<file path="config.mk">
export PLATFORM = sky130hd
export DESIGN_NAME = float_add_top
export DESIGN_NICKNAME = d
export VERILOG_FILES = /design/src/verilog/fadd_ctrl_pkg.sv /design/src/verilog/float_fmt_pkg.sv /design/src/verilog/fadd_align.sv /design/src/verilog/fadd_ctrl.sv /design/src/verilog/fadd_mant_addsub.sv /design/src/verilog/fadd_normalize.sv /design/src/verilog/fadd_shift_counter.sv /design/src/verilog/float_add_top.sv
export SDC_FILE = /design/constraint.sdc
export NUM_CORES = 1
export LEC_CHECK = 0
export ABC_AREA = 1
export BUFFER_PORTS_ARGS = -buffer_cell sky130_fd_sc_hd__buf_2
export CAP_MARGIN = 20
export CORE_ASPECT_RATIO = 0.5
export CORE_MARGIN = 2
export CORE_UTILIZATION = 30
export CTS_CLUSTER_DIAMETER = 120
export DETAILED_ROUTE_END_ITERATION = 10
export HOLD_SLACK_MARGIN = 0.1
export PLACE_DENSITY_LB_ADDON = 0.1
export SLEW_MARGIN = 15
export SYNTH_ARGS = -nofsm -noshare
export SYNTH_HDL_FRONTEND = slang
export SYNTH_HIERARCHICAL = 1
export SYNTH_SLANG_ARGS = --single-unit
</file>
<file path="constraint.sdc">
create_clock -name clk -period 5.8 [get_ports clk]
set_clock_uncertainty 0.2 [all_clocks]
set_input_delay 0.29 -clock clk [delete_from_list [all_inputs] [get_ports clk]]
set_output_delay 0.29 -clock clk [all_outputs]
set_load 0.02 [all_outputs]
</file>
<file path="src/verilog/fadd_ctrl_pkg.sv">
package fadd_ctrl_pkg;

    // width of the normalization shift count
    localparam int shift_width = 5;

    typedef logic [shift_width - 1:0] shift_t;

    // hidden bit plus stored mantissa, so a nonzero value never needs more shifts
    localparam shift_t max_shift = shift_t'(24);

    // phases of one addition
    typedef enum logic [2:0] {
        IDLE,
        ALIGN,
        ADD,
        NORM,
        DONE
    } fadd_state_e;

endpackage

</file>
<file path="src/verilog/float_fmt_pkg.sv">
package float_fmt_pkg;

    // single precision word layout
    localparam int float_width = 32;
    localparam int exp_width   = 8;
    localparam int mant_width  = 23;

    // whole word, sign in the top bit, then exponent, then stored mantissa
    typedef logic [float_width - 1:0] float_t;

    // exponent field, handled as a plain unsigned number
    typedef logic [exp_width - 1:0] exp_t;

    // working mantissa used through the datapath
    // bit 24 catches the carry of an addition
    // bit 23 holds the hidden one
    // bits 22:0 are the stored mantissa
    typedef logic [mant_width + 1:0] wmant_t;

endpackage
</file>
<file path="src/verilog/fadd_align.sv">
`timescale 1ns/1ps

module fadd_align (
    input  logic                  clk,
    input  logic                  rst,
    input  logic                  load_ops,
    input  float_fmt_pkg::float_t a,
    input  float_fmt_pkg::float_t b,
    output logic                  a_sign,
    output logic                  b_sign,
    output float_fmt_pkg::exp_t   big_exp,
    output float_fmt_pkg::wmant_t a_mant,
    output float_fmt_pkg::wmant_t b_mant
);

    float_fmt_pkg::exp_t   a_exp;
    float_fmt_pkg::exp_t   b_exp;
    float_fmt_pkg::exp_t   exp_diff;
    float_fmt_pkg::wmant_t a_full;
    float_fmt_pkg::wmant_t b_full;
    float_fmt_pkg::exp_t   big_exp_next;
    float_fmt_pkg::wmant_t a_mant_next;
    float_fmt_pkg::wmant_t b_mant_next;

    // field split
    assign a_exp = a[float_fmt_pkg::float_width - 2 -: float_fmt_pkg::exp_width];
    assign b_exp = b[float_fmt_pkg::float_width - 2 -: float_fmt_pkg::exp_width];

    // carry bit clear, hidden one set, stored mantissa below
    assign a_full = {2'b01, a[float_fmt_pkg::mant_width - 1:0]};
    assign b_full = {2'b01, b[float_fmt_pkg::mant_width - 1:0]};

    always_comb begin
        a_mant_next = a_full;
        b_mant_next = b_full;
        if (a_exp > b_exp) begin
            big_exp_next = a_exp;
            exp_diff     = a_exp - b_exp;
            // bits shifted out are dropped, no sticky bit
            b_mant_next  = b_full >> exp_diff;
        end else begin
            // equal exponents land here with a zero shift
            big_exp_next = b_exp;
            exp_diff     = b_exp - a_exp;
            a_mant_next  = a_full >> exp_diff;
        end
    end

    always_ff @(posedge clk or posedge rst) begin
        if (rst) begin
            a_sign  <= 1'b0;
            b_sign  <= 1'b0;
            big_exp <= '0;
            a_mant  <= '0;
            b_mant  <= '0;
        end else if (load_ops) begin
            a_sign  <= a[float_fmt_pkg::float_width - 1];
            b_sign  <= b[float_fmt_pkg::float_width - 1];
            big_exp <= big_exp_next;
            a_mant  <= a_mant_next;
            b_mant  <= b_mant_next;
        end
    end

endmodule

</file>
<file path="src/verilog/fadd_ctrl.sv">
`timescale 1ns/1ps

module fadd_ctrl (
    input  logic clk,
    input  logic rst,
    input  logic req,
    input  logic normalized,
    output logic load_ops,
    output logic load_sum,
    output logic load_norm,
    output logic shift_en,
    output logic pack,
    output logic ack
);

    fadd_ctrl_pkg::fadd_state_e state;
    fadd_ctrl_pkg::fadd_state_e state_next;

    // all datapath strobes side by side, for the protocol checks
    logic [4:0] strobes;

    // operands are taken on the same edge that sees req in idle
    assign load_ops  = (state == fadd_ctrl_pkg::IDLE) && req;
    // aligned mantissas are held during ALIGN, sum is taken at its end
    assign load_sum  = (state == fadd_ctrl_pkg::ALIGN);
    // sum is held during ADD, normalizer loads and counter clears
    assign load_norm = (state == fadd_ctrl_pkg::ADD);
    // one left shift per NORM cycle until the hidden bit shows up
    assign shift_en  = (state == fadd_ctrl_pkg::NORM) && !normalized;
    assign pack      = (state == fadd_ctrl_pkg::DONE);

    assign strobes = {load_ops, load_sum, load_norm, shift_en, pack};

    always_comb begin
        state_next = state;
        case (state)
            fadd_ctrl_pkg::IDLE: begin
                if (req) begin
                    state_next = fadd_ctrl_pkg::ALIGN;
                end
            end
            fadd_ctrl_pkg::ALIGN: begin
                state_next = fadd_ctrl_pkg::ADD;
            end
            fadd_ctrl_pkg::ADD: begin
                state_next = fadd_ctrl_pkg::NORM;
            end
            fadd_ctrl_pkg::NORM: begin
                // stay here while the mantissa still needs shifting
                if (normalized) begin
                    state_next = fadd_ctrl_pkg::DONE;
                end
            end
            fadd_ctrl_pkg::DONE: begin
                state_next = fadd_ctrl_pkg::IDLE;
            end
            default: begin
                state_next = fadd_ctrl_pkg::IDLE;
            end
        endcase
    end

    always_ff @(posedge clk or posedge rst) begin
        if (rst) begin
            state <= fadd_ctrl_pkg::IDLE;
            ack   <= 1'b0;
        end else begin
            state <= state_next;
            // registered together with out in the normalizer
            ack   <= (state == fadd_ctrl_pkg::DONE);
        end
    end

    // a result is announced for exactly one cycle
    ack_single_cycle: assert property (@(posedge clk) disable iff (rst)
        ack |=> !ack);

    // each busy phase drives its own strobe, NORM may sit idle for one cycle
    busy_strobe_onehot: assert property (@(posedge clk) disable iff (rst)
        (state != fadd_ctrl_pkg::IDLE) |->
            ((state == fadd_ctrl_pkg::NORM) ? $onehot0(strobes) : $onehot(strobes)));

    // no back-pressure, a request while busy is simply lost
    req_while_busy: assert property (@(posedge clk) disable iff (rst)
        req |-> (state == fadd_ctrl_pkg::IDLE))
        else $warning("fadd_ctrl: req ignored while busy");

endmodule

</file>
<file path="src/verilog/fadd_mant_addsub.sv">
`timescale 1ns/1ps

module fadd_mant_addsub (
    input  logic                  clk,
    input  logic                  rst,
    input  logic                  load_sum,
    input  logic                  a_sign,
    input  logic                  b_sign,
    input  float_fmt_pkg::exp_t   big_exp,
    input  float_fmt_pkg::wmant_t a_mant,
    input  float_fmt_pkg::wmant_t b_mant,
    output logic                  sum_sign,
    output float_fmt_pkg::exp_t   sum_exp,
    output float_fmt_pkg::wmant_t sum_mant
);

    logic                  sign_next;
    float_fmt_pkg::wmant_t mant_next;

    always_comb begin
        if (a_sign == b_sign) begin
            // same sign, magnitudes add and may carry into bit 24
            sign_next = a_sign;
            mant_next = a_mant + b_mant;
        end else if (a_mant > b_mant) begin
            // a is larger, result keeps a's sign
            sign_next = a_sign;
            mant_next = a_mant - b_mant;
        end else begin
            // b larger or a tie, tie gives a zero magnitude with b's sign
            sign_next = b_sign;
            mant_next = b_mant - a_mant;
        end
    end

    always_ff @(posedge clk or posedge rst) begin
        if (rst) begin
            sum_sign <= 1'b0;
            sum_exp  <= '0;
            sum_mant <= '0;
        end else if (load_sum) begin
            sum_sign <= sign_next;
            // exponent rides along unchanged
            sum_exp  <= big_exp;
            sum_mant <= mant_next;
        end
    end

endmodule

</file>
<file path="src/verilog/fadd_normalize.sv">
`timescale 1ns/1ps

module fadd_normalize (
    input  logic                  clk,
    input  logic                  rst,
    input  logic                  load_norm,
    input  logic                  shift_en,
    input  logic                  pack,
    input  logic                  sum_sign,
    input  float_fmt_pkg::exp_t   sum_exp,
    input  float_fmt_pkg::wmant_t sum_mant,
    input  fadd_ctrl_pkg::shift_t count,
    output logic                  normalized,
    output float_fmt_pkg::float_t out
);

    // working copy of the sum while it is being shifted
    logic                  sign_q;
    float_fmt_pkg::exp_t   exp_q;
    float_fmt_pkg::wmant_t mant_q;

    logic                  carry;
    logic                  mant_zero;
    float_fmt_pkg::exp_t   final_exp;

    assign carry     = sum_mant[float_fmt_pkg::mant_width + 1];
    assign mant_zero = (mant_q == '0);

    // hidden bit set or nothing left to find
    assign normalized = mant_q[float_fmt_pkg::mant_width] || mant_zero;

    // every left shift took one off the exponent
    assign final_exp = exp_q - float_fmt_pkg::exp_t'(count);

    always_ff @(posedge clk or posedge rst) begin
        if (rst) begin
            sign_q <= 1'b0;
            exp_q  <= '0;
            mant_q <= '0;
        end else if (load_norm) begin
            sign_q <= sum_sign;
            if (carry) begin
                // carry out moves right once and drops the lowest bit
                mant_q <= sum_mant >> 1;
                exp_q  <= sum_exp + float_fmt_pkg::exp_t'(1);
            end else begin
                mant_q <= sum_mant;
                exp_q  <= sum_exp;
            end
        end else if (shift_en) begin
            // one bit per cycle toward the hidden position
            mant_q <= mant_q << 1;
        end
    end

    always_ff @(posedge clk or posedge rst) begin
        if (rst) begin
            out <= '0;
        end else if (pack) begin
            if (mant_zero) begin
                // exact cancellation gives positive zero
                out <= '0;
            end else begin
                out <= {sign_q, final_exp, mant_q[float_fmt_pkg::mant_width - 1:0]};
            end
        end
    end

endmodule

</file>
<file path="src/verilog/fadd_shift_counter.sv">
`timescale 1ns/1ps

module fadd_shift_counter (
    input  logic                  clk,
    input  logic                  rst,
    input  logic                  clear,
    input  logic                  step,
    output fadd_ctrl_pkg::shift_t count
);

    logic at_max;

    // holding at the limit keeps the exponent correction bounded
    assign at_max = (count == fadd_ctrl_pkg::max_shift);

    always_ff @(posedge clk or posedge rst) begin
        if (rst) begin
            count <= '0;
        end else if (clear) begin
            // new addition starts from zero shifts
            count <= '0;
        end else if (step && !at_max) begin
            count <= count + fadd_ctrl_pkg::shift_t'(1);
        end
    end

    // a step at the limit means a zero mantissa was never flagged as
    // normalized and the controller kept on shifting
    no_step_at_max: assert property (@(posedge clk) disable iff (rst)
        step |-> !at_max);

    // clear and step come from different controller phases
    clear_step_exclusive: assert property (@(posedge clk) disable iff (rst)
        !(clear && step));

endmodule

</file>
<file path="src/verilog/float_add_top.sv">
`timescale 1ns/1ps

module float_add_top (
    input  logic                  clk,
    input  logic                  rst,
    input  logic                  req,
    input  float_fmt_pkg::float_t a,
    input  float_fmt_pkg::float_t b,
    output float_fmt_pkg::float_t out,
    output logic                  ack
);

    // controller strobes
    logic load_ops;
    logic load_sum;
    logic load_norm;
    logic shift_en;
    logic pack;
    // status back from the normalizer
    logic normalized;

    // aligned operands
    logic                  a_sign;
    logic                  b_sign;
    float_fmt_pkg::exp_t   big_exp;
    float_fmt_pkg::wmant_t a_mant;
    float_fmt_pkg::wmant_t b_mant;

    // raw sum before normalization
    logic                  sum_sign;
    float_fmt_pkg::exp_t   sum_exp;
    float_fmt_pkg::wmant_t sum_mant;

    fadd_ctrl_pkg::shift_t count;

    fadd_ctrl ctrl_i (
        .clk        (clk),
        .rst        (rst),
        .req        (req),
        .normalized (normalized),
        .load_ops   (load_ops),
        .load_sum   (load_sum),
        .load_norm  (load_norm),
        .shift_en   (shift_en),
        .pack       (pack),
        .ack        (ack)
    );

    // cleared with the normalizer load, stepped with every shift
    fadd_shift_counter counter_i (
        .clk   (clk),
        .rst   (rst),
        .clear (load_norm),
        .step  (shift_en),
        .count (count)
    );

    fadd_align align_i (
        .clk      (clk),
        .rst      (rst),
        .load_ops (load_ops),
        .a        (a),
        .b        (b),
        .a_sign   (a_sign),
        .b_sign   (b_sign),
        .big_exp  (big_exp),
        .a_mant   (a_mant),
        .b_mant   (b_mant)
    );

    fadd_mant_addsub addsub_i (
        .clk      (clk),
        .rst      (rst),
        .load_sum (load_sum),
        .a_sign   (a_sign),
        .b_sign   (b_sign),
        .big_exp  (big_exp),
        .a_mant   (a_mant),
        .b_mant   (b_mant),
        .sum_sign (sum_sign),
        .sum_exp  (sum_exp),
        .sum_mant (sum_mant)
    );

    fadd_normalize normalize_i (
        .clk        (clk),
        .rst        (rst),
        .load_norm  (load_norm),
        .shift_en   (shift_en),
        .pack       (pack),
        .sum_sign   (sum_sign),
        .sum_exp    (sum_exp),
        .sum_mant   (sum_mant),
        .count      (count),
        .normalized (normalized),
        .out        (out)
    );

endmodule

</file>
==> results of run 1 <==
synth_stat cells, drive strengths merged (18+ instances only):
master / count
o21ai: 160
nand3: 397
clkbuf: 40
inv: 375
o22ai: 18
nor2: 212
xor2: 27
a21oi: 140
buf: 82
ha: 101
dfrtp: 167
nand2: 903
nand4: 50
kinds of logic after synthesis:
family,count (synthesis)
AO/OA/AOI/OAI,363
XOR/XNOR,33
other,1
buffers and inverters,502
adder cells (fa/ha/maj),107
AND/OR/NAND/NOR,1585
flip-flops,167
cell usage in the layout, fill, tap and decap left out, types with 7 or more instances in the layout:
| master | Yosys | routed |
|---|---|---|
| a21oi_2 | 8 | 8 |
| buf_4 | 24 | 22 |
| inv_1 | 360 | 358 |
| nor2_4 | 13 | 14 |
| dlygate4sd3_1 | 0 | 67 |
| nand4_1 | 49 | 49 |
| nor3_1 | 10 | 10 |
| o21bai_1 | 12 | 12 |
| nand2_2 | 24 | 24 |
| o21ai_0 | 134 | 134 |
| nand3_1 | 386 | 386 |
| a21oi_1 | 132 | 132 |
| buf_2 | 38 | 99 |
| o21ai_1 | 19 | 19 |
| clkbuf_16 | 0 | 17 |
| nor2_2 | 18 | 18 |
| nand3_2 | 11 | 11 |
| dfrtp_1 | 167 | 167 |
| ha_1 | 101 | 101 |
| o22ai_1 | 18 | 18 |
| a22o_1 | 9 | 9 |
| nand2_1 | 873 | 873 |
| nor2_1 | 181 | 180 |
| o211ai_1 | 12 | 12 |
| o21ai_2 | 7 | 7 |
| inv_2 | 15 | 18 |
| xor2_1 | 27 | 27 |
worst min path at each step:
stage | start | end | slack [ns] | depth (start not counted)
6_report | rst | counter_i/count[3] | 0.16 | 3
5_1_grt | rst | counter_i/count[4] | 0.18 | 3
4_1_cts | rst | counter_i/count[2] | 0.13 | 3
3_5_place_dp | rst | ctrl_i/ack | 0.07 | 2
3_3_place_gp | rst | ctrl_i/ack | 0.07 | 2
2_1_floorplan | rst | ctrl_i/ack | -0.14 | 1
metrics by stage:
step | setup slack [ns] | utilization, % | hold WS (ns) | cell area [um^2]
finish | 1.97 | 34.5 | 0.159 | 19200
global route | 1.65 | 34.5 | 0.179 | 19200
CTS | 2.02 | 34.5 | 0.127 | 19200
detailed placement | 2.01 | 32.1 | 0.0701 | 17900
global placement | 2.07 | 32.1 | 0.0724 | 17900
floorplan | 3.27 | - | -0.144 | 16900
power by group through the flow:
stage	Clock, mW	Sequential, mW	Combinational (mW)
final	1.29	2.29	7.95
after floorplan	0	2.14	5.68
after detailed placement	0	2.32	7.76
after global routing	1.37	2.38	8.96
after CTS	1.32	2.29	7.87
after global placement	0	2.30	7.77
state kept, by name, indices dropped and copies added, names as in the netlist, 3 cells and up:
register	cells
normalize_i/mant_q	25
addsub_i/sum_mant	25
addsub_i/sum_exp	8
align_i/big_exp	8
counter_i/count	5
normalize_i/out	32
normalize_i/exp_q	8
ctrl_i/state	3
align_i/a_mant	24
align_i/b_mant	24
metal layers:
metal  track usage, %  vias up  wire length [um]
met2             35.7      431             28000
met5                0        -                 0
met1             31.7     8249             32100
li1                 -     9006                 -
met4             5.89        0              1530
met3             2.98       70              2940
timing repair:
item,in CTS,in global routing
hold buffers,67,0
setup endpoints to repair,0,0
hold endpoints to repair,224,0
worst min-delay path, stage by stage:
cell	delay [ns]
dlygate4sd3_1	0.53
buf_2	0.18
inv_1	0.20
area by class of cell:
class	instances	area share, %
Tap cell	756	4.93
Timing Repair Buffer	189	7.08
Clock buffer	19	2.36
Clock inverter	13	0.945
Multi-Input combinational cell	2090	55.5
Inverter	380	7.43
Sequential cell	167	21.8
==> impl_metrics.tcl, run 1 <==
set metrics [dict create \
    status "complete, no violations" \
    cp_max_fo 26 \
    clkTransAtPathRegs_ns 0.08 \
    period_needed_ns 3.83 \
    cp_slowest_cell "dlygate4sd3_1" \
    combPwrFrac_pct 69.0 \
    cts_tree "done" \
    grt_antenna_before_repair 0 \
    syn_area_um2 16900 \
    drtAntennaViolNets 0 \
    dr_total_vias 17756 \
    wl_per_cell_um 17.9 \
    synth_area_leaders "dfrtp_1, nand2_1, nand3_1" \
    cts_root_buf "clkbuf_16" \
    rows 61 \
    drc 0 \
    ff_latch_area_um2 4180 \
    r2r-start "align_i/a_mant[21]" \
    power.switching_mw 6.69 \
    finalCritPeriodShare_pct 66.0 \
    grt_pass1_wl_um 100000 \
    crit_path_end_kind "flip-flop" \
    dr.pass1.iters 7 \
    synthToLayoutAreaGrowth_pct 13.4 \
    clockPowerShare_pct 11.2 \
    clk_path_buf_depth 2 \
    startpoint "b[23]" \
    finalSetupViolations 0 \
    crit_family "buffers and inverters" \
    p_per_area_nw_per_um2 600 \
    cp_cell_sequence "dlygate4sd3_1 -> buf_2 -> ha_1 -> inv_1 -> fa_1 -> nand2_1 -> nand2_1 -> nand3_2 -> nand2_1 -> nand2_2 -> a21oi_2 -> o21ai_2 -> buf_4 -> nor2_2 -> nand2_1 -> clkinv_1 -> a22oi_1 -> o21ai_1" \
    drtIter0Drc 1367 \
    avgSynthCellArea_um2 6.14 \
    synthMuxAreaShare_pct 0 \
    rsz0062_at_grt "no" \
    cts_resized 0 \
    hold_violations 0 \
    synth_edf_count 0 \
    reg2regPathDepth 16 \
    cts_max_level 4 \
    crit_required_ns 5.92 \
    async_reset_ff_share_pct 100 \
    drive_above_1_share_pct 9.31 \
    crit_end "align_i/b_mant[21]" \
    switching_share_pct 58.0 \
    worst_slew_pin_slew_ns 1.10 \
    multiInputGateArea_um2 10700 \
    drt-vias-per-instance 4.91 \
    final_cells 3614 \
    seqPwrFrac_pct 19.9 \
    die_h_um 172 \
    io_pins 100 \
    hpwl_um 50800 \
    portBuffers 99 \
    synth_top_area_share_pct 24.7 \
    p_leak_nw 10.0 \
    grt_usage_pct 22.3 \
    synth-adder-area-share_pct 8.17 \
    yosys_most_used_dff "dfrtp_1" \
    grt_overflow 0 \
    fillCellCount 6272 \
    arrival_ns 3.95 \
    yosys_warnings 6 \
    dp_cells 3514 \
    maxSlewHeadroom_pct 26.8 \
    rr_endpoint "addsub_i/sum_mant[23]" \
    die_area_um2 58500 \
    core_area_um2 55600 \
    final_nets 3019 \
    path_depth 18 \
    postCtsSetupBuffers 0 \
    die_width_um 340 \
    yosysTopAreaCell "dfrtp_1" \
    rrSetupSlack_ns 2.34 \
    clock-sinks 167 \
    synth_xor_area_share_pct 1.71 \
    cp-start-kind "input pin" \
    synth_seq_cells 167 \
    critPathKind "in2reg" \
    ir_drop_v 0.000302 \
    ys_seq_area_share_pct 24.7 \
    maxCapViolCount 0 \
    cts_buffers 17 \
    grt_pass1_vias 16900 \
    synth_cell_types 47 \
    insertion_delay_ns 0.47 \
    wirelength_um 64600 \
    synth-simple-area-share_pct 41.0 \
    intPower_mw 4.84 \
    hold_path_class "in2async" \
    fmax_mhz 261 \
    start_util_pct 30.4 \
    n_antenna_cell 0 \
    cpPeakStageDelay_ns 0.53 \
    path_buf_inv 5 \
    gp_congestion 0.903 \
    crit_top_cell "nand2_1" \
    grt_max_degree 67 \
    setup_tns_ns 0 \
    synth_compound_area_share_pct 11.9 \
    power_mw 11.5 \
    synthCells 2758 \
    synth_top_family_by_area "simple AND/OR/NAND/NOR gates" \
    report.final.slew_viol_count 0 \
]
No activity file was read; power rests on OpenSTA's default activity.
==> run 2, diff against run 1 <==
==> constraint.sdc (replaced) <==
create_clock -name clk -period 3.3 [get_ports clk]
set_clock_uncertainty 0.2 [all_clocks]
set_input_delay 0.165 -clock clk [delete_from_list [all_inputs] [get_ports clk]]
set_output_delay 0.165 -clock clk [all_outputs]
set_load 0.02 [all_outputs]
==> run 2 against run 1 <==
Compared with the run above: core utilization grew 0.84 points; design area grew 2.4%; hold slack improved by 0.029 ns; flip-flop and latch count did not move; sequential power rose by 70%; via count up 1.4%; die area is the same; critical path type unchanged; largest power group unchanged; highest routed layer unchanged.
==> impl_metrics.tcl, run 2 (synthesized netlist as in run 1, its figures left out) <==
set metrics [dict create \
    cp_cell_sequence "dlygate4sd3_1 -> buf_2 -> ha_1 -> inv_1 -> fa_1 -> nand2_1 -> nand2_1 -> nand3_2 -> nand2_1 -> nand2_2 -> a21oi_2 -> o21ai_2 -> inv_2 -> buf_4 -> nor2_1 -> o21ai_0 -> dlygate4sd3_1" \
    switching_share_pct 57.5 \
    portBuffers 99 \
    p_leak_nw 10.3 \
    fillCellCount 6259 \
    rows 61 \
    status "complete, no violations" \
    drt-vias-per-instance 4.89 \
    clkTransAtPathRegs_ns 0.08 \
    grt_overflow 0 \
    cts_buffers 17 \
    crit_family "buffers and inverters" \
    final_cell_mix "nand2_1, nand3_1, inv_1" \
    reg2regPathDepth 11 \
    grt_pass1_wl_um 104000 \
    hold_path_class "in2async" \
    final_nets 3087 \
    cp-start-kind "input pin" \
    grt_max_degree 60 \
    finalSetupViolations 0 \
    drc 0 \
    synthToLayoutAreaGrowth_pct 16.1 \
    power_mw 20.7 \
    dr_total_vias 18013 \
    rrSetupSlack_ns 0.32 \
    grt_usage_pct 23.1 \
    intPower_mw 8.78 \
    ir_drop_v 0.000498 \
    hpwl_um 53400 \
    finalCritPeriodShare_pct 97.1 \
    wirelength_um 66500 \
    crit_top_cell "nand2_1" \
    critPathKind "in2reg" \
    path_buf_inv 6 \
    ff_latch_area_um2 4180 \
    clk_path_buf_depth 2 \
    clockPowerShare_pct 9.7 \
    path_depth 17 \
    dr.pass1.iters 5 \
    drtAntennaViolNets 0 \
    drive_above_1_share_pct 11.3 \
    gp_congestion 0.912 \
    crit_path_end_kind "flip-flop" \
    start_util_pct 30.4 \
    startpoint "b[23]" \
    die_area_um2 58500 \
    report.final.slew_viol_count 0 \
    wl_per_cell_um 18.1 \
    die_h_um 172 \
    arrival_ns 3.36 \
    largest_reg_flops 32 \
    maxCapViolCount 0 \
    cts_root_buf "clkbuf_16" \
    clock-sinks 167 \
    core_area_um2 55600 \
    cp_max_fo 10 \
    p_per_area_nw_per_um2 1050 \
    cp_slowest_cell "dlygate4sd3_1" \
    rsz0062_at_grt "yes" \
    r2r-start "align_i/a_mant[8]" \
    cts_tree "done" \
    multiInputGateArea_um2 10700 \
    period_needed_ns 3.21 \
    hold_violations 0 \
    grt_pass1_vias 17470 \
    worst_slew_pin_slew_ns 1.07 \
    fmax_mhz 312 \
    crit_required_ns 3.45 \
    cpPeakStageDelay_ns 0.57 \
    crit_end "align_i/big_exp[1]" \
    grt_antenna_before_repair 0 \
    drtIter0Drc 1450 \
    combPwrFrac_pct 71.5 \
    rr_endpoint "addsub_i/sum_mant[5]" \
    maxSlewHeadroom_pct 28.5 \
    seqPwrFrac_pct 18.8 \
    setup_tns_ns 0 \
    cts_max_level 4 \
    insertion_delay_ns 0.47 \
    power.switching_mw 11.9 \
    regMostFlops "normalize_i/out" \
    final_common_cell "nand2_1" \
    reg_top3 "normalize_i/out x32, addsub_i/sum_mant x25, normalize_i/mant_q x25" \
    io_pins 100 \
    die_width_um 340 \
]
run 2: cell types whose count changed in the layout (fill, tap and decap cells not counted), sizes merged:
cell         previous run  this run
bufinv                  2         0
clkbuf                 19        18
buf                   122       188
clkinv                  7        10
dlygate4sd3            67        69
clkinvlp                2         1
diode                   0         1
run 2: layout make-up:
type	instances	area share, %
antenna	1	0.0127
clock buffer	18	2.23
clock inverter	13	0.579
inverter	380	7.25
multi-input combinational	2090	54.2
sequential	167	21.2
tap	756	4.81
timing repair buffer	257	9.68
run 2: power by group through the flow:
stage	Sequential (mW)	Clock, mW	Combinational, mW
4_1_cts	3.90	2.08	14.7
3_3_place_gp	3.92	0	14.5
2_1_floorplan	3.76	0	9.98
5_1_grt	4.03	2.17	16.7
3_5_place_dp	3.94	0	14.5
6_report	3.89	2.01	14.8
run 2: timing repair:
item / CTS / global route
hold endpoints to repair: 182 / 0
setup endpoints to repair: 0 / 14
resized for setup: 0 / 0
hold buffers: 69 / 0
setup buffers: 0 / 1
run 2: how the worst min path moves through the flow:
stage | from | endpoint | slack [ns] | cells after the start
2_1_floorplan | rst | ctrl_i/ack | -0.27 | 1
6_report | rst | normalize_i/out[23] | 0.19 | 3
3_3_place_gp | rst | ctrl_i/ack | -0.05 | 2
4_1_cts | rst | normalize_i/out[23] | 0.20 | 3
3_5_place_dp | rst | ctrl_i/ack | -0.06 | 2
5_1_grt | rst | normalize_i/out[23] | 0.24 | 3
run 2: per-layer routing:
layer / track usage (%) / part of all wire [%] / vias to the layer above
met2: 36.4 / 43 / 489
met5: 0 / 0 / -
li1: - / - / 9144
met4: 5.93 / 2.2 / 0
met1: 33.2 / 50 / 8318
met3: 3.02 / 4.9 / 62
run 2: stage by stage:
| step | cells | hold slack [ns] | instance area, um^2 | utilization, % | setup WS (ns) |
|---|---|---|---|---|---|
| global placement | 3580 | -0.0519 | 18400 | 33.1 | 0.269 |
| global route | 3681 | 0.237 | 19700 | 35.3 | -0.0253 |
| CTS | 3680 | 0.196 | 19700 | 35.3 | 0.189 |
| floorplan | 2759 | -0.269 | 16900 | - | 0.892 |
| finish | 3682 | 0.188 | 19700 | 35.3 | 0.0945 |
| detailed placement | 3580 | -0.0569 | 18400 | 33.1 | 0.237 |
run 2: worst reg2reg max path, stage by stage, from the launching register on:
cell      delay (ns)
dfrtp_1         0.40
inv_1           0.06
ha_1            0.47
nand2_1         0.20
nor2_4          0.25
nand3_1         0.14
nand3_1         0.21
nand2_1         0.09
nand3_2         0.12
nand2_4         0.23
o211ai_1        0.36
a21oi_1         0.12
==> run 3, diff against run 2 <==
--- a/config.mk
+++ b/config.mk
@@ -5,7 +5,6 @@
 export SDC_FILE = /design/constraint.sdc
 export NUM_CORES = 1
 export LEC_CHECK = 0
-export ABC_AREA = 1
 export BUFFER_PORTS_ARGS = -buffer_cell sky130_fd_sc_hd__buf_2
 export CAP_MARGIN = 20
 export CORE_ASPECT_RATIO = 0.5
==> constraint.sdc (replaced) <==
create_clock -name clk -period 3.3 [get_ports clk]
set_clock_uncertainty 0.2 [all_clocks]
set_input_delay 0.165 -clock clk [delete_from_list [all_inputs] [get_ports clk]]
set_output_delay 0.165 -clock clk [all_outputs]
set_load 0.1 [all_outputs]
==> run 3 against run 2 <==
Compared with the run above: sequential power increased by 4%; design area fell by 2.3%; clock power fell by 2%; largest power group unchanged; cell count is 26% lower; critical path depth decreased by 6; die area is 12% lower; maximum frequency is 1.6% lower; hold slack lost 0.020 ns; largest cell class unchanged; area after synthesis down 12%; first-iteration DRC count decreased by 27%.
==> impl_metrics.tcl, run 3 <==
set metrics [dict create \
    status "complete, no violations" \
    synthToLayoutAreaGrowth_pct 28.8 \
    final_common_cell "buf_4" \
    synthCells 1754 \
    reg2regPathDepth 11 \
    rr_endpoint "addsub_i/sum_mant[21]" \
    avgSynthCellArea_um2 8.50 \
    cpPeakStageDelay_ns 0.46 \
    drc 0 \
    wirelength_um 55900 \
    insertion_delay_ns 0.46 \
    n_antenna_cell 0 \
    gp_congestion 0.923 \
    yosysTopAreaCell "dfrtp_1" \
    synth_area_leaders "dfrtp_1, ha_1, a21oi_1" \
    grt_antenna_before_repair 5 \
    drt-vias-per-instance 5.27 \
    fillCellCount 5131 \
    p_per_area_nw_per_um2 1100 \
    maxCapViolCount 0 \
    hold_violations 0 \
    rsz0062_at_grt "yes" \
    async_reset_ff_share_pct 100 \
    portBuffers 99 \
    p_leak_nw 8.46 \
    ir_drop_v 0.000481 \
    arrival_ns 3.40 \
    largest_reg_flops 32 \
    period_needed_ns 3.26 \
    cp_slowest_cell "dfrtp_2" \
    report.final.slew_viol_count 0 \
    drive_above_1_share_pct 27.0 \
    crit_required_ns 3.44 \
    clock-sinks 167 \
    die_width_um 319 \
    hpwl_um 44000 \
    rows 57 \
    cts_max_level 4 \
    critPathKind "reg2reg" \
    clk_path_buf_depth 2 \
    synth_cell_types 96 \
    finalSetupViolations 0 \
    r2r-start "align_i/b_mant[5]" \
    grt_usage_pct 21.5 \
    path_buf_inv 2 \
    cts_root_buf "clkbuf_16" \
    reg_top3 "normalize_i/out x32, addsub_i/sum_mant x25, normalize_i/mant_q x25" \
    drtIter0Drc 1052 \
    die_area_um2 51600 \
    synth_commonest_cells "a21oi_1, dfrtp_1, nor2_1" \
    grt_pass1_wl_um 85500 \
    dpl_cell_area_um2 17500 \
    grt_pass1_vias 13767 \
    worst_slew_pin_slew_ns 0.940 \
    rrSetupSlack_ns 0.04 \
    synth_edf_count 0 \
    yosys_warnings 6 \
    grt_max_degree 74 \
    synth_seq_cells 167 \
    cp_cell_sequence "ha_1 -> buf_6 -> nand4_1 -> a21oi_2 -> o211a_1 -> o211a_4 -> nor2_4 -> buf_12 -> o311a_1 -> or3_1 -> a31o_1" \
    hold_path_class "in2async" \
    cts_buffers 17 \
    yosys_most_used_dff "dfrtp_1" \
    wl_per_cell_um 20.5 \
    cp-start-kind "flip-flop" \
    synth_top_area_share_pct 28.0 \
    crit_family "compound AO/OA/AOI/OAI gates" \
    core_area_um2 48800 \
    dr_total_vias 14340 \
    finalCritPeriodShare_pct 98.7 \
    postLayoutCellArea_um2 19200 \
    cts_tree "done" \
    drtAntennaViolNets 0 \
    fmax_mhz 307 \
    cp_max_fo 9 \
    crit_path_end_kind "flip-flop" \
    start_util_pct 30.6 \
    dr.pass1.iters 5 \
    regMostFlops "normalize_i/out" \
    clkTransAtPathRegs_ns 0.07 \
    io_pins 100 \
    fin_util_pct 39.4 \
    final_nets 2233 \
    die_h_um 162 \
    syn_area_um2 14900 \
    maxSlewHeadroom_pct 36.9 \
    final_cell_mix "buf_4, dfrtp_1, a21oi_1" \
    grt_overflow 0 \
    ys_seq_area_share_pct 28.0 \
]
## run 3: cell types whose count changed in the layout (fill, tap and decap cells not counted), moves of 59 or more
cell     previous run  this run
nand2_1           873       121
nand3_1           386        30
buf_4              85       220
mux2_2              0        59
o21ai_0           134        67
mux2i_1             0        80
inv_1             358       119
## run 3: worst max-delay path by stage
stage	to	cells after the start	start
after floorplan	addsub_i/sum_mant[21]	11	align_i/a_mant[1]
after global routing	addsub_i/sum_mant[15]	13	align_i/b_mant[18]
after detailed placement	addsub_i/sum_mant[21]	12	align_i/a_mant[1]
final	addsub_i/sum_mant[21]	11	align_i/b_mant[5]
after global placement	addsub_i/sum_mant[21]	13	align_i/a_mant[6]
after CTS	addsub_i/sum_mant[21]	12	align_i/a_mant[1]
## run 3: routing by layer
layer	wire length (um)	part of all wire, %	vias to the layer above	track usage (%)
met5	0	0	-	0
met4	628	1.1	0	3.67
met3	2540	4.5	52	2.75
met2	22600	40	364	30.4
met1	30100	54	6940	34.4
li1	-	-	6984	-
## run 3: cell families after synthesis
kind of cell             count (synthesis)  synth area share, %
AO/OA/AOI/OAI                          532                 23.6
buffers and inverters                  237                 6.81
adder cells (fa/ha/maj)                107                 9.28
multiplexers                           159                 12.5
AND/OR/NAND/NOR                        518                 17.8
other                                    1               0.0252
flip-flops                             167                 28.0
XOR/XNOR                                33                 1.99
## run 3: area by class of cell
cell class                      instances  area, um^2  share of cell area [%]
Multi-Input combinational cell       1351       10200                    53.0
Inverter                              125         469                    2.44
Clock inverter                         10        85.1                   0.443
Timing Repair Buffer                  397        3030                    15.8
Sequential cell                       167        4180                    21.8
Clock buffer                           22         454                    2.36
Tap cell                              649         812                    4.23
## run 3: metrics by stage
stage	setup WS, ns	TNS [ns]	cells	power, mW	hold WS, ns
detailed placement	-0.181	-1.51	2613	18.0	-0.0655
floorplan	0.138	0	1755	12.8	-0.269
finish	0.0421	0	2721	21.1	0.168
global placement	-0.167	-1.22	2613	18.0	-0.0624
CTS	-0.00222	-0.00222	2713	20.4	0.164
global route	-0.0357	-0.0917	2721	22.6	0.224
## run 3: worst reg2reg max path, delay by kind of cell, from the launching register on
family / cells / cell delay (ns)
adders and majority gates: 1 / 0.34
buffers and inverters: 2 / 0.31
and+or+nand+nor: 3 / 0.64
AOI/OAI and AO/OA: 5 / 1.21
DFF: 1 / 0.46
## run 3: where the power goes
| group | switching (mW) | internal [mW] | leakage (nW) | total [mW] |
|---|---|---|---|---|
| Combinational | 8.92 | 6.16 | 6.19 | 15.1 |
| Clock | 0.956 | 1.00 | 0.268 | 1.96 |
| Sequential | 1.01 | 3.05 | 2.00 | 4.06 |
## run 3: what timing repair did
item,4_1_cts,5_1_grt
endpoints found under the hold margin,152,0
endpoints found under the setup margin,19,24
pin swaps,2,27
hold buffers,66,0
buffers inserted,2,7
resized for setup,27,77
